==> config.mk <==
export PLATFORM = sky130hd
export DESIGN_NAME = axiLiteGainRegs
export DESIGN_NICKNAME = d
export VERILOG_FILES = /design/src/rtl/eqPkg.sv /design/src/rtl/axiLiteGainRegs.sv
export SDC_FILE = /design/constraint.sdc
export NUM_CORES = 1
export LEC_CHECK = 0
export BUFFER_PORTS_ARGS = -buffer_cell sky130_fd_sc_hd__buf_2
export CORE_AREA = 4 4 157 159
export CTS_CLUSTER_DIAMETER = 30
export CTS_CLUSTER_SIZE = 30
export DETAILED_ROUTE_END_ITERATION = 7
export DIE_AREA = 0 0 161 163
export PLACE_DENSITY = 0.71
export SLEW_MARGIN = 20
export SYNTH_ARGS = -nofsm -noshare
export SYNTH_HDL_FRONTEND = slang
export SYNTH_SLANG_ARGS = --single-unit
==> constraint.sdc <==
create_clock -name S_AXI_ACLK -period 5.85 [get_ports S_AXI_ACLK]
set_input_delay 0.585 -clock S_AXI_ACLK [delete_from_list [all_inputs] [get_ports S_AXI_ACLK]]
set_output_delay 0.585 -clock S_AXI_ACLK [all_outputs]
set_load 0.05 [all_outputs]
==> src/rtl/eqPkg.sv <==
package eqPkg;

    localparam int numBands     = 13;   // equalizer bands mixed per output word
    localparam int sampleWidth  = 16;   // band sample, gain and output word width
    localparam int axiAddrWidth = 6;
    localparam int axiDataWidth = 32;

    // gain register map, one word per band
    localparam int gainBaseAddr = 4;    // band 0
    localparam int gainLastAddr = gainBaseAddr + 4 * (numBands - 1);  // band 12, byte 52

    typedef logic signed [sampleWidth-1:0] sampleT;
    typedef sampleT [numBands-1:0] bandVecT;   // all bands or all gains side by side

    localparam sampleT gainReset = 16'h7fff;   // just below unity

    // half an lsb of the Q15 product, added before the cut
    localparam logic signed [2*sampleWidth-1:0] roundConst = 32'h00004000;

    localparam logic [1:0] axiRespOkay = 2'b00;

    typedef enum logic {
        wrIdle,     // address and data accepted together
        wrResp      // holding BVALID
    } wrStateT;

    typedef enum logic {
        rdIdle,
        rdData      // holding RVALID and RDATA
    } rdStateT;

endpackage

==> src/rtl/axiLiteGainRegs.sv <==
`timescale 1ns/1ps

module axiLiteGainRegs
    import eqPkg::*;
(
    input  logic                    S_AXI_ACLK,
    input  logic                    S_AXI_ARESETN,
    input  logic [axiAddrWidth-1:0] S_AXI_AWADDR,
    input  logic                    S_AXI_AWVALID,
    output logic                    S_AXI_AWREADY,
    input  logic [axiDataWidth-1:0] S_AXI_WDATA,
    input  logic                    S_AXI_WVALID,
    output logic                    S_AXI_WREADY,
    output logic [1:0]              S_AXI_BRESP,
    output logic                    S_AXI_BVALID,
    input  logic                    S_AXI_BREADY,
    input  logic [axiAddrWidth-1:0] S_AXI_ARADDR,
    input  logic                    S_AXI_ARVALID,
    output logic                    S_AXI_ARREADY,
    output logic [axiDataWidth-1:0] S_AXI_RDATA,
    output logic [1:0]              S_AXI_RRESP,
    output logic                    S_AXI_RVALID,
    input  logic                    S_AXI_RREADY,
    output bandVecT                 gains
);

    wrStateT                 wrState;
    rdStateT                 rdState;
    logic                    wrAccept;
    logic                    rdAccept;
    logic [axiDataWidth-1:0] rdWord;    // registered read data

    // word aligned and inside the gain window
    function automatic logic addrHit(input logic [axiAddrWidth-1:0] addr);
        addrHit = (addr[1:0] == 2'b00) && (addr >= gainBaseAddr) && (addr <= gainLastAddr);
    endfunction

    // band number of a mapped address
    function automatic logic [axiAddrWidth-3:0] gainIndex(input logic [axiAddrWidth-1:0] addr);
        logic [axiAddrWidth-1:0] offset;
        offset    = addr - axiAddrWidth'(gainBaseAddr);
        gainIndex = offset[axiAddrWidth-1:2];
    endfunction

    assign S_AXI_AWREADY = (wrState == wrIdle);
    assign S_AXI_WREADY  = (wrState == wrIdle);     // both channels taken on one edge
    assign S_AXI_BVALID  = (wrState == wrResp);
    assign S_AXI_BRESP   = axiRespOkay;             // unmapped writes are dropped silently

    assign S_AXI_ARREADY = (rdState == rdIdle);
    assign S_AXI_RVALID  = (rdState == rdData);
    assign S_AXI_RRESP   = axiRespOkay;
    assign S_AXI_RDATA   = rdWord;

    assign wrAccept = S_AXI_AWVALID && S_AXI_WVALID && S_AXI_AWREADY && S_AXI_WREADY;
    assign rdAccept = S_AXI_ARVALID && S_AXI_ARREADY;

    // write channel and gain storage
    always_ff @(posedge S_AXI_ACLK) begin
        if (!S_AXI_ARESETN) begin
            wrState <= wrIdle;
            gains   <= {numBands{gainReset}};
        end else begin
            case (wrState)
                wrIdle: begin
                    if (wrAccept) begin
                        wrState <= wrResp;
                        if (addrHit(S_AXI_AWADDR)) begin
                            gains[gainIndex(S_AXI_AWADDR)] <= S_AXI_WDATA[sampleWidth-1:0];
                        end
                    end
                end
                wrResp: begin
                    if (S_AXI_BREADY) begin
                        wrState <= wrIdle;
                    end
                end
                default: wrState <= wrIdle;
            endcase
        end
    end

    // read channel
    always_ff @(posedge S_AXI_ACLK) begin
        if (!S_AXI_ARESETN) begin
            rdState <= rdIdle;
        end else begin
            case (rdState)
                rdIdle: begin
                    if (rdAccept) begin
                        rdState <= rdData;
                    end
                end
                rdData: begin
                    if (S_AXI_RREADY) begin
                        rdState <= rdIdle;
                    end
                end
                default: rdState <= rdIdle;
            endcase
        end
    end

    // read word only loads on the address handshake, so it holds while RVALID waits
    always_ff @(posedge S_AXI_ACLK) begin
        if (rdAccept) begin
            if (addrHit(S_AXI_ARADDR)) begin
                rdWord <= {{(axiDataWidth-sampleWidth){gains[gainIndex(S_AXI_ARADDR)][sampleWidth-1]}},
                           gains[gainIndex(S_AXI_ARADDR)]};    // sign extend
            end else begin
                rdWord <= '0;
            end
        end
    end

    // response held until the manager takes it
    bvalidHold: assert property (@(posedge S_AXI_ACLK) disable iff (!S_AXI_ARESETN)
        S_AXI_BVALID && !S_AXI_BREADY |=> S_AXI_BVALID);

    // read data stays put while the manager stalls
    rdataHold: assert property (@(posedge S_AXI_ACLK) disable iff (!S_AXI_ARESETN)
        S_AXI_RVALID && !S_AXI_RREADY |=> S_AXI_RVALID && $stable(S_AXI_RDATA));

endmodule

==> results.yml <==
run_status:
  outcome: "complete, no violations"
synthesis:
  synth_top_area_share: 0.419
  synth-main-ff-cell: "dfxtp_1"
  ys_seq_area_frac: 0.466
  async_flop_share: 0
  syn_area_um2: 10000
  synth-seq-cells: 226
  synth_edf_count: 16
  avgSynthCellArea_um2: 9.06
  yosysWarnings: 0
  synth.area.top_cells: "dfxtp_1 42%, nand2_1 14%, mux4_2 11%, nand3_1 8.8%, edfxtp_1 4.8%"
  netlist_instances: 1108
  synth_top_area_cell: "dfxtp_1"
  synth.distinct_cells: 43
critical_path:
  endpoint_kind: "flop"
  crit_top_cell: "buf_4"
  rr_worst_depth: 4
  cp.depth: 7
  slowest_stage: "ha_2"
  critPathBufInv: 3
  critPathArrivalTime_ns: 2.95
  required_ns: 6.08
  critPathTopFamily: "buffers and inverters"
  critPathKind: "input pin to flop"
  slowest_delay_ns: 0.74
  start_kind: "input pin"
  r2r_end: "gains[119]"
  path_cells: "buf_4 > inv_1 > ha_2 > buf_4 > mux4_2 > o21ai_0 > a31oi_1"
  critPathMaxFanout: 29
  reg2reg_from: "S_AXI_BVALID"
  ff2ff_setup_slack_ns: 3.65
grt:
  grt_max_degree: 142
  track_usage: 0.250
  grt_overflow: 0
  antenna_found_initial: 0
  grt_pass1_vias: 8973
  grt_pass1_wl_um: 52100
clock_tree:
  htreeDepth: 2
  cts_tree: "done"
  clock_sinks: 226
  clockBufferDepth: 3
  ctsHoldBuffers: 0
  clk_latency_ns: 0.53
  clk_pin_slew_ns: 0.04
  root_buffer: "clkbuf_16"
  cts_inserted_buffers: 49
  cts-resized-gates: 0
  post_cts_buffers: 0
die:
  num_rows: 56
  io_pins: 300
  coreArea_um2: 23300
  chipWidth_um: 161
  die_y_um: 163
  start_util: 0.432
  die_area_um2: 26200
detailed_routing:
  wl_met1_um: 13800
  dr_wl_met3_um: 3060
  postRouteAntennaNets: 0
  route.detailed.drc: 0
  routed_via_density: 5.42
  vias: 9138
  top_layer_used: "met4"
  wl_um: 33900
  dr_wl_met2_um: 15700
  wl_per_cell_um: 20.1
  drt_iter0_markers: 1027
  first_pass_iters: 7
finish:
  final_common_cell: "nand2_1"
  antenna_cells: 0
  area_growth_pct: 29.7
  seq_area_um2: 4680
  fin_nets: 1380
  fill_cells: 2049
  final_cell_mix: "384 x nand2_1, 277 x buf_2, 210 x dfxtp_1"
  layout-drive-gt1-share: 0.323
  multi_input_area_um2: 4730
timing:
  slew_violations: 0
  finalCritPeriodShare: 0.464
  fmax_mhz: 368
  holdWs_ns: 0.309
  rsz0062_at_grt: "no"
  hold_violations: 0
  clock-skew-final_ns: 0.0150
  worstMarginPinSlew_ns: 1.12
  slew_headroom: 0.255
  fin_crit_ns: 2.71
  setup_viol: 0
  setup_tns_ns: 0
pwr:
  finalPower_w: 0.00472
  power.leakage_nw: 5.64
  power_density_nw_per_um2: 362
  peakVddDrop_mv: 0.230
min_path:
  hold_depth: 2
  whs_endpoint: "S_AXI_RVALID"
  hold_class: "input pin to flop"
  worstHoldStart: "S_AXI_ARVALID"
job:
  cap_violations: 0
placed_design:
  place.gp.congestion: 0.880
  hpwl_um: 23700
  io_buffer_count: 279
where the power goes:
| part | internal [W] | switching [W] | total (W) |
|---|---|---|---|
| sequential | 0.00158 | 0.00000906 | 0.00159 |
| combinational | 0.0000722 | 0.000221 | 0.000293 |
| clock | 0.00197 | 0.000868 | 0.00284 |
synthesized netlist by cell type (3+ instances only):
cell type / count
edfxtp_1: 16
nand3_1: 176
a22oi_1: 16
or4_1: 12
clkbuf_1: 50
inv_1: 5
a31oi_1: 16
nand2_1: 384
mux2i_1: 31
o21ai_0: 27
buf_4: 26
mux4_2: 48
buf_6: 3
nand2b_1: 3
buf_2: 39
nor4_4: 9
buf_1: 3
dfxtp_1: 210
through the flow:
step	utilization	instances	area [µm²]	setup WS (ns)
floorplan	-	1111	10100	3.09
global placement	0.485	1595	11300	2.51
detailed placement	0.485	1595	11300	2.49
CTS	0.560	1685	13000	3.03
global route	0.560	1685	13000	2.94
finish	0.560	1685	13000	3.14
worst max-delay path by stage:
stage               startpoint              end
2_1_floorplan  S_AXI_ARADDR[2]  S_AXI_RDATA[10]
5_1_grt        S_AXI_ARADDR[2]   S_AXI_RDATA[6]
3_3_place_gp   S_AXI_ARADDR[2]  S_AXI_RDATA[15]
3_5_place_dp   S_AXI_ARADDR[2]   S_AXI_RDATA[2]
6_report       S_AXI_ARADDR[2]   S_AXI_RDATA[2]
4_1_cts        S_AXI_ARADDR[2]   S_AXI_RDATA[2]
cell families (layout without fill, tap and decap cells):
family,count (synthesis),count (layout),share of synthesized area
flip-flops,226,226,0.466
adder cells (fa/ha/maj),2,2,0.00249
AND/OR/NAND/NOR,606,606,0.281
XOR/XNOR,1,1,0.000872
other,1,4,0.000373
multiplexers,79,79,0.139
AO/OA/AOI/OAI,66,66,0.0449
buffers and inverters,127,382,0.0654
flip-flops by register name, summed over array words and instances (netlist names):
signal and count:
S_AXI_RDATA 16, gains 208, S_AXI_BVALID 1, S_AXI_RVALID 1
area by class of cell:
| cell class | count | share of cell area |
|---|---|---|
| Clock buffer | 68 | 0.111 |
| Clock inverter | 22 | 0.0224 |
| Inverter | 5 | 0.00144 |
| Multi-Input combinational cell | 758 | 0.363 |
| Sequential cell | 226 | 0.360 |
| Tap cell | 319 | 0.0306 |
| Timing Repair Buffer | 287 | 0.112 |
layer usage:
metal | vias up | GRT usage
li1 | 4240 | -
met1 | 4371 | 0.331
met2 | 450 | 0.395
met3 | 77 | 0.0537
met4 | 0 | 0.116
met5 | - | 0
worst register-to-register path, delay by kind of cell (launching register included):
kind | cells | cell delay (ns)
buf+inv | 1 | 0.25
flops | 1 | 0.29
mux | 1 | 0.39
simple gates | 2 | 1.12
Power figures use the tool's default switching activity.
