===== config.mk =====
export PLATFORM = sky130hd
export DESIGN_NAME = dacSampleFormatter
export DESIGN_NICKNAME = d
export VERILOG_FILES = /design/src/rtl/eqPkg.sv /design/src/rtl/dacSampleFormatter.sv
export SDC_FILE = /design/constraint.sdc
export NUM_CORES = 1
export LEC_CHECK = 0
export ABC_AREA = 1
export BUFFER_PORTS_ARGS = -buffer_cell sky130_fd_sc_hd__buf_2
export CORE_MARGIN = 2
export CORE_UTILIZATION = 39
export DETAILED_ROUTE_END_ITERATION = 10
export GPL_TIMING_DRIVEN = 0
export HOLD_SLACK_MARGIN = 0.1
export PLACE_DENSITY = 0.75
export SYNTH_ARGS = -nofsm -noshare
export SYNTH_HDL_FRONTEND = slang
export SYNTH_SLANG_ARGS = --single-unit

===== constraint.sdc =====
create_clock -name S_AXI_ACLK -period 1 [get_ports S_AXI_ACLK]
set_clock_uncertainty 0.2 [all_clocks]
set_input_delay 0.15 -clock S_AXI_ACLK [delete_from_list [all_inputs] [get_ports S_AXI_ACLK]]
set_output_delay 0.15 -clock S_AXI_ACLK [all_outputs]
set_load 0.01 [all_outputs]

===== src/rtl/eqPkg.sv =====
package eqPkg;

    localparam int numBands     = 13;   // equalizer bands mixed per output word
    localparam int sampleWidth  = 16;   // band sample, gain and output word width
    localparam int axiAddrWidth = 6;
    localparam int axiDataWidth = 32;

    // gain register map, one word per band
    localparam int gainBaseAddr = 4;    // band 0
    localparam int gainLastAddr = gainBaseAddr + 4 * (numBands - 1);  // band 12, byte 52

    typedef logic signed [sampleWidth-1:0] sampleT;
    typedef sampleT [numBands-1:0] bandVecT;   // all bands or all gains side by side

    localparam sampleT gainReset = 16'h7fff;   // just below unity

    // half an lsb of the Q15 product, added before the cut
    localparam logic signed [2*sampleWidth-1:0] roundConst = 32'h00004000;

    localparam logic [1:0] axiRespOkay = 2'b00;

    typedef enum logic {
        wrIdle,     // address and data accepted together
        wrResp      // holding BVALID
    } wrStateT;

    typedef enum logic {
        rdIdle,
        rdData      // holding RVALID and RDATA
    } rdStateT;

endpackage


===== src/rtl/dacSampleFormatter.sv =====
`timescale 1ns/1ps

module dacSampleFormatter
    import eqPkg::*;
(
    input  logic                   S_AXI_ACLK,
    input  logic                   S_AXI_ARESETN,
    input  sampleT                 mixSum,
    input  logic                   mixValid,
    output logic [sampleWidth-1:0] dacWord,
    output logic                   dacChannel,
    output logic                   dacValid
);

    logic nextChannel;  // tag for the next word, 0 is left

    always_ff @(posedge S_AXI_ACLK) begin
        if (!S_AXI_ARESETN) begin
            dacValid    <= 1'b0;
            dacChannel  <= 1'b0;
            nextChannel <= 1'b0;
        end else begin
            dacValid <= mixValid;
            if (mixValid) begin
                dacChannel  <= nextChannel;
                nextChannel <= ~nextChannel;    // left and right alternate per word
            end
        end
    end

    // two's complement to offset binary
    always_ff @(posedge S_AXI_ACLK) begin
        if (mixValid) begin
            dacWord <= {~mixSum[sampleWidth-1], mixSum[sampleWidth-2:0]};
        end
    end

endmodule


==> run metrics, run 1 <==
status finished with violations; violated checks negative setup slack; DRC 0; fmax 0.843 GHz; RSZ-0062 raised after global routing true; DIE HEIGHT 42.9 µm; Num CTS Buffers 3; via count 439; die area 0.00184 mm²; Post-synth EDFFs 16; leading area contributor after synthesis edfxtp_1; Die X 42.9 µm; I/O Buffers 36; Hold EP dacValid$_SDFF_PN0_; most frequent cell after synthesis edfxtp_1; CP max FO 1; Routed WL 1280 µm; FF-to-FF End dacChannel$_SDFFE_PN0P_; RR Startpoint nextChannel$_SDFFE_PN0P_; multi-input logic area 30.0 µm²; share of layout cells above drive strength 1 46.1%; Leak 0.464 nW; largest net degree at the start of global routing 20; endpoints failing setup 19; Fin Hold WS 0.0925 ns; M1 wire length 498 µm; # IOs 37; Top FF cell, synth edfxtp_1; Synth async-reset ratio 0%; wire length on met3 154 µm; H-Tree Depth 1; setup TNS -2.62 ns; clock-pin slew on the worst setup and hold paths 0.10 ns; sequential fraction of the synthesis area 91.5%; total gr overflow 0; area occupied by registers 542 µm²; Post-CTS Setup Bufs 0; min-delay src mixValid; vias in the first global route 455; first-pass GRT wire length 2010 µm; Max-Cap Viols 0; Final #Nets 109; Crit Path Category reg -> out; Crit-path slowest cell edfxtp_1; Buf/Inv on CP 1; post-synthesis cell count 32; Hold Crit Depth 3; Final Util 68.6%; post-DR vias/cell 4.18; Commonest cells post-synth edfxtp_1 (16), inv_1 (6), nand2_1 (6); Slew Limit Headroom 73.0%; Yosys reg bits 19; fin crit period 1.19 ns; Clock Tree Buf Depth 2; worst reg2reg path depth 4; Starting DRT DRC Count 5; Yosys warning count 0; PD cells 1510 mW/mm²; Critical Path Sink Type output pin; crit-path cells buf_2; worst setup margin -0.187 ns; FILL cells 106; Worst EP arrival 0.84 ns; TritonCTS clock tree built; FP Rows 14; ANT cells 0; non-filler cells, final 105; Post-Syn Nets 51; drt wl/cell 12.2 µm; drt first pass iters 2; Placed Cells 84; Routed Antenna Nets 0; maximum vdd drop 0.780 mV; CP delay by family, top flip-flops; core area 0.00145 mm²; DR WL met2 626 µm; fin crit share 119%; highest routed layer met3; Cell Area, Synth 591 µm²; Synth top area share 81.4%; top post-synthesis cells by area edfxtp_1 (81%), dfxtp_1 (10%), inv_1 (3.8%); Netlist cell types 5; RePlAce Congestion 0.630; worst slack at placement -0.0577 ns; Tot GR Track Use 15.6%; Clk Latency, worst-skew pair 0.28 ns; pins over their slew limit 0; initial antenna violation count 0; critical path data required time 0.65 ns; largest stage delay on the critical path 0.40 ns; Critical Path Source Type flop; worst slew pin tran 0.405 ns; Hold Fails Final Rpt 0; P&R area growth vs syn 68.9%; Initial Util 40.6%; CTS root buf clkbuf_4; Syn Area/Cell 18.5 µm²; reg2reg setup slack 0.16 ns; Hold WC Path Type in -> reg; CTS Sinks 19
placed cells by master (no fill, tap or decap), drive strengths merged:
master / count
a21oi: 1
buf: 36
clkbuf: 4
dfxtp: 3
dlygate4sd3: 17
edfxtp: 16
inv: 6
nand2: 6
worst min-delay path: stages:
cell and delay [ns]:
buf_2 0.23, nand2_2 0.12, inv_1 0.04
cell type report:
| type | count | area share, % |
|---|---|---|
| Multi-Input combinational cell | 7 | 3.01 |
| Tap cell | 16 | 2.01 |
| Timing Repair Buffer | 53 | 35.8 |
| Inverter | 6 | 2.26 |
| Sequential cell | 19 | 54.3 |
| Clock buffer | 4 | 2.63 |
repair_timing:
action                                  CTS  global route
gates resized for setup                   2             1
hold endpoints to repair                 19             3
cloned                                    0             0
hold buffers                             17             1
endpoints found under the setup margin   18            20
per-stage QoR:
| step | total power [mW] | instance area [µm²] |
|---|---|---|
| after global placement | 1.10 | 791 |
| after CTS | 1.52 | 995 |
| after global routing | 1.59 | 997 |
| after detailed placement | 1.10 | 791 |
| after floorplan | 1.00 | 591 |
| final | 1.51 | 997 |
registers in the layout, summed over array words and instances (netlist names):
signal,flops
dacWord,16
dacChannel,1
dacValid,1
nextChannel,1
routing by layer:
metal	up-vias	track usage, %
li1	221	-
met1	187	19.2
met3	0	4.26
met4	0	5.63
met5	-	0
met2	31	26.1
worst max-delay path by stage:
| stage | depth (start not counted) | end | from | slack (ns) |
|---|---|---|---|---|
| detailed placement | 4 | dacChannel$_SDFFE_PN0P_ | mixValid | -0.06 |
| floorplan | 4 | dacChannel$_SDFFE_PN0P_ | dacChannel$_SDFFE_PN0P_ | 0.20 |
| global placement | 1 | dacWord[6]$_DFFE_PP_ | mixValid | -0.03 |
| CTS | 1 | dacWord[11] | dacWord[11]$_DFFE_PP_ | -0.20 |
| global route | 1 | dacWord[13] | dacWord[13]$_DFFE_PP_ | -0.23 |
| finish | 1 | dacWord[13] | dacWord[13]$_DFFE_PP_ | -0.19 |
power breakdown:
group | switching [mW] | total, mW | leakage (nW) | internal [mW]
Combinational | 0.0906 | 0.204 | 0.267 | 0.113
Clock | 0.209 | 0.364 | 0.0150 | 0.155
Sequential | 0.0164 | 0.940 | 0.182 | 0.924
Total | 0.316 | 1.51 | 0.464 | 1.19
cell families (layout without fill, tap and decap cells):
family,count (synthesis),count (layout),share of synthesized area (%)
compound gates,1,1,0.847
buf+inv,6,63,3.81
flops,19,19,91.5
simple gates,6,6,3.81
No activity file was read; power rests on OpenSTA's default activity.
==> run 2, diff against run 1 <==
- MAX_ROUTING_LAYER: unset -> met4
==> run 2 against run 1 <==
Against the previous run: the run still ends with negative setup slack left; largest cell class unchanged; first-iteration DRC count did not move; highest routed layer unchanged; critical path type unchanged; critical endpoint unchanged; utilization did not move; final cell count did not move.
==> run metrics, run 2 (same netlist as run 1, synthesis figures left out) <==
status finished with violations; violated checks negative setup slack; Fin Hold WS 0.0982 ns; Worst EP arrival 0.84 ns; highest routed layer met3; Leak 0.464 nW; Routed Antenna Nets 0; RePlAce Congestion 0.635; area occupied by registers 542 µm²; Placed Area 791 µm²; Tot GR Track Use 15.8%; Hold WC Path Type in -> reg; first-pass GRT wire length 2010 µm; worst setup margin -0.190 ns; share of layout cells above drive strength 1 46.1%; ANT cells 0; # IOs 37; worst slew pin tran 0.414 ns; initial antenna violation count 0; Initial Util 40.6%; CP max FO 1; Critical Path Source Type flop; Hold Fails Final Rpt 0; fin crit period 1.19 ns; post-DR vias/cell 4.17; fmax 0.840 GHz; DRC 0; Largest Register dacWord; via count 438; Clock Tree Buf Depth 2; M1 wire length 510 µm; P&R area growth vs syn 68.9%; Final #Nets 109; maximum vdd drop 0.780 mV; CTS root buf clkbuf_4; Max-Cap Viols 0; fin crit share 119%; PD cells 1520 mW/mm²; FILL cells 106; Routed WL 1280 µm; RSZ-0062 raised after global routing true; Critical Path Sink Type output pin; wire length on met3 139 µm; DR WL met2 627 µm; pins over their slew limit 0; Clk Latency, worst-skew pair 0.28 ns; core area 0.00145 mm²; CTS Sinks 19; crit-path cells buf_2; most common cell after layout, fill and taps aside buf_2; Crit Path Category reg -> out; CP delay by family, top flip-flops; I/O Buffers 36; drt wl/cell 12.2 µm; endpoints failing setup 19; DIE HEIGHT 42.9 µm; H-Tree Depth 1; Starting DRT DRC Count 5; Buf/Inv on CP 1; drt first pass iters 2; vias in the first global route 458; FP Rows 14; Post-CTS Setup Bufs 0; max reg flops 16; Crit-path slowest cell edfxtp_1; largest net degree at the start of global routing 20; critical path data required time 0.65 ns; design area 997 µm²; TritonCTS clock tree built; Pwr Total 1.51 mW; Slew Limit Headroom 72.4%; Die X 42.9 µm; most frequent cells in the layout buf_2 (35), dlygate4sd3_1 (17), edfxtp_1 (16); total gr overflow 0; die area 0.00184 mm²; largest stage delay on the critical path 0.40 ns; clock-pin slew on the worst setup and hold paths 0.10 ns; Num CTS Buffers 3; multi-input logic area 30.0 µm²
==> run 2: final cells by class <==
| type | count | share of cell area [%] |
|---|---|---|
| multi-input combinational | 7 | 3.01 |
| clock buffer | 4 | 2.63 |
| tap | 16 | 2.01 |
| sequential | 19 | 54.3 |
| inverter | 6 | 2.26 |
| timing repair buffer | 53 | 35.8 |
==> run 2: power breakdown <==
part	internal (mW)	switching (mW)	leakage [nW]
Combinational	0.113	0.0912	0.267
Clock	0.155	0.213	0.0150
Sequential	0.924	0.0165	0.182
==> run 2: path summary, 6_finish.rpt <==
path	startpoint	to	slack, ns	cells after the start
worst min register to register	nextChannel$_SDFFE_PN0P_	nextChannel$_SDFFE_PN0P_	0.27	2
worst min-delay path	mixValid	dacValid$_SDFF_PN0_	0.1	3
worst max register to register	nextChannel$_SDFFE_PN0P_	dacChannel$_SDFFE_PN0P_	0.16	4
worst max-delay path	dacWord[13]$_DFFE_PP_	dacWord[13]	-0.19	1
==> run 2: per-stage QoR <==
stage                     setup WS, ns  TNS (ns)  std cells  utilization [%]
after detailed placement       -0.0577    -0.947         84             54.4
after floorplan                  0.202         0         32                -
after CTS                       -0.200     -2.77        105             68.4
final                           -0.190     -2.65        105             68.6
after global routing            -0.233     -3.51        105             68.6
after global placement         -0.0322    -0.531         84             54.4
==> run 2: per-layer routing <==
layer,vias to the layer above,track usage [%]
met5,-,-
met2,31,26.7
met1,186,18.6
met4,0,5.63
met3,0,3.40
li1,221,-
==> run 2: repair_timing <==
item / 4_1_cts / 5_1_grt
hold endpoints to repair: 19 / 3
setup endpoints to repair: 18 / 20
gates resized for setup: 2 / 1
hold buffers: 17 / 1
==> run 3, diff against run 2 <==
--- a/constraint.sdc
+++ b/constraint.sdc
@@ -4,2 +4,2 @@
 set_output_delay 0.15 -clock S_AXI_ACLK [all_outputs]
-set_load 0.01 [all_outputs]
+set_load 0.1 [all_outputs]
==> run 3 against run 2 <==
Against the previous run: the flow finishes with violations (negative hold slack, negative setup slack); utilization is 9.0 points higher; largest power group unchanged; sequential power is 2% higher; critical path type unchanged; first-iteration DRC count is 80% higher; worst hold slack worse by 0.20 ns; non-clock buffer count stayed put; clock power is 2% higher; final cell count stayed put; via count is 5.0% higher; design area is 13% higher; setup slack worse by 0.067 ns; combinational power grew to 3.3 times the previous value.
==> run metrics, run 3 (same netlist as run 1, synthesis figures left out) <==
status finished with violations; violated checks negative hold slack, negative setup slack; Num CTS Buffers 3; Clk pwr share 18.7%; ANT cells 0; Hold WC Path Type in -> reg; total gr overflow 0; Slew Limit Headroom 73.5%; Die X 42.9 µm; crit-path cells buf_6; Starting DRT DRC Count 9; Sequential Power Share 47.9%; # IOs 37; TritonCTS clock tree built; clock-pin slew on the worst setup and hold paths 0.11 ns; maximum vdd drop 1.09 mV; Crit Path Category reg -> out; CP delay by family, top flip-flops; Largest Register dacWord; RSZ-0062 raised after global routing true; I/O Buffers 36; pins over their slew limit 0; internal power 1.27 mW; FP Rows 14; die area 0.00184 mm²; fin crit share 126%; setup TNS -4.15 ns; most frequent cells in the layout buf_2 (18), dlygate4sd3_1 (17), edfxtp_1 (16); vias in the first global route 488; FILL cells 84; critical path data required time 0.65 ns; design area 0.00113 mm²; drt first pass iters 3; PD cells 1770 mW/mm²; Placed Cells 84; largest net degree at the start of global routing 20; non-filler cells, final 105; drt wl/cell 13.2 µm; Final Util 77.5%; Clock Tree Buf Depth 2; combinational share of power 33.4%; Routed Antenna Nets 0; DIE HEIGHT 42.9 µm; Critical Path Sink Type output pin; Buf/Inv on CP 1; Leak 0.508 nW; hpwl dp 783 µm; Worst EP arrival 0.91 ns; Critical Path Source Type flop; Crit-path slowest cell edfxtp_1; initial antenna violation count 0; DRC 0; fin crit period 1.26 ns; Routed WL 1380 µm; P_sw 0.733 mW; endpoints failing setup 18; Pwr Total 2.00 mW; most common cell after layout, fill and taps aside buf_2; post-DR vias/cell 4.38; Hold Fails Final Rpt 2; worst setup margin -0.257 ns; CTS root buf clkbuf_4; first-pass GRT wire length 2230 µm; core area 0.00145 mm²; Tot GR Track Use 17.8%; P&R area growth vs syn 90.9%; Max-Cap Viols 0; CTS Sinks 19; largest stage delay on the critical path 0.41 ns; worst slew pin tran 0.398 ns; max reg flops 16; via count 460; Clk Latency, worst-skew pair 0.28 ns; Fin Hold WS -0.106 ns; fmax 0.795 GHz; Initial Util 40.6%; RePlAce Congestion 0.602; Final #Nets 109; CP max FO 1; Placed Area 793 µm²; Switching Share 36.7%; H-Tree Depth 1; share of layout cells above drive strength 1 48.3%
[run 3: cell count changes in the layout (fill, tap and decap cells not counted)]
cell / change
buf_6: +14
buf_8: +1
buf_12: +2
clkinv_2: +1
clkbuf_1: -1
dfxtp_2: +1
dfxtp_1: -1
buf_2: -17
[run 3: final timing paths]
kind | slack [ns] | depth (start not counted) | from | endpoint
worst max-delay path | -0.26 | 1 | dacWord[7]$_DFFE_PP_ | dacWord[7]
worst min-delay path | -0.11 | 3 | S_AXI_ARESETN | dacValid$_SDFF_PN0_
worst max register to register | 0.15 | 4 | nextChannel$_SDFFE_PN0P_ | dacChannel$_SDFFE_PN0P_
worst min register to register | 0.28 | 2 | nextChannel$_SDFFE_PN0P_ | nextChannel$_SDFFE_PN0P_
[run 3: power by group through the flow]
stage               registers (mW)  logic [mW]  clock network, mW
finish                       0.957       0.668              0.373
detailed placement           0.957       0.533                  0
global route                 0.965       0.689              0.420
floorplan                     1.38      0.0124                  0
global placement             0.954       0.529                  0
CTS                          0.956       0.662              0.384
[run 3: stage by stage]
| stage | setup slack, ns | hold slack (ns) |
|---|---|---|
| after floorplan | -0.254 | 0.0489 |
| after global placement | -0.0738 | 0.126 |
| after detailed placement | -0.0824 | 0.128 |
| after CTS | -0.260 | 0.0886 |
| after global routing | -0.299 | -0.0749 |
| final | -0.257 | -0.106 |
[run 3: final cells by class]
| class | count | area, µm² | share of cell area, % |
|---|---|---|---|
| timing repair buffer | 53 | 484 | 43.0 |
| clock inverter | 1 | 5.00 | 0.444 |
| clock buffer | 3 | 22.5 | 2.00 |
| tap | 16 | 20.0 | 1.78 |
| multi-input combinational | 7 | 30.0 | 2.66 |
| inverter | 6 | 22.5 | 2.00 |
| sequential | 19 | 543 | 48.2 |
[run 3: what timing repair did]
| action | in CTS | in global routing |
|---|---|---|
| endpoints found under the setup margin | 18 | 20 |
| resized for setup | 40 | 2 |
| hold endpoints to repair | 35 | 3 |
| pin swaps | 0 | 0 |
| setup buffers | 0 | 0 |
| hold buffers | 17 | 1 |
[run 3: layer usage]
metal	up-vias	share of wire, %	wire length (µm)	track usage, %
met5	-	0	0	-
met4	0	0.36	5	7.50
met3	2	10	139	2.98
met2	34	50	695	28.8
met1	203	39	542	22.1
li1	221	-	-	-
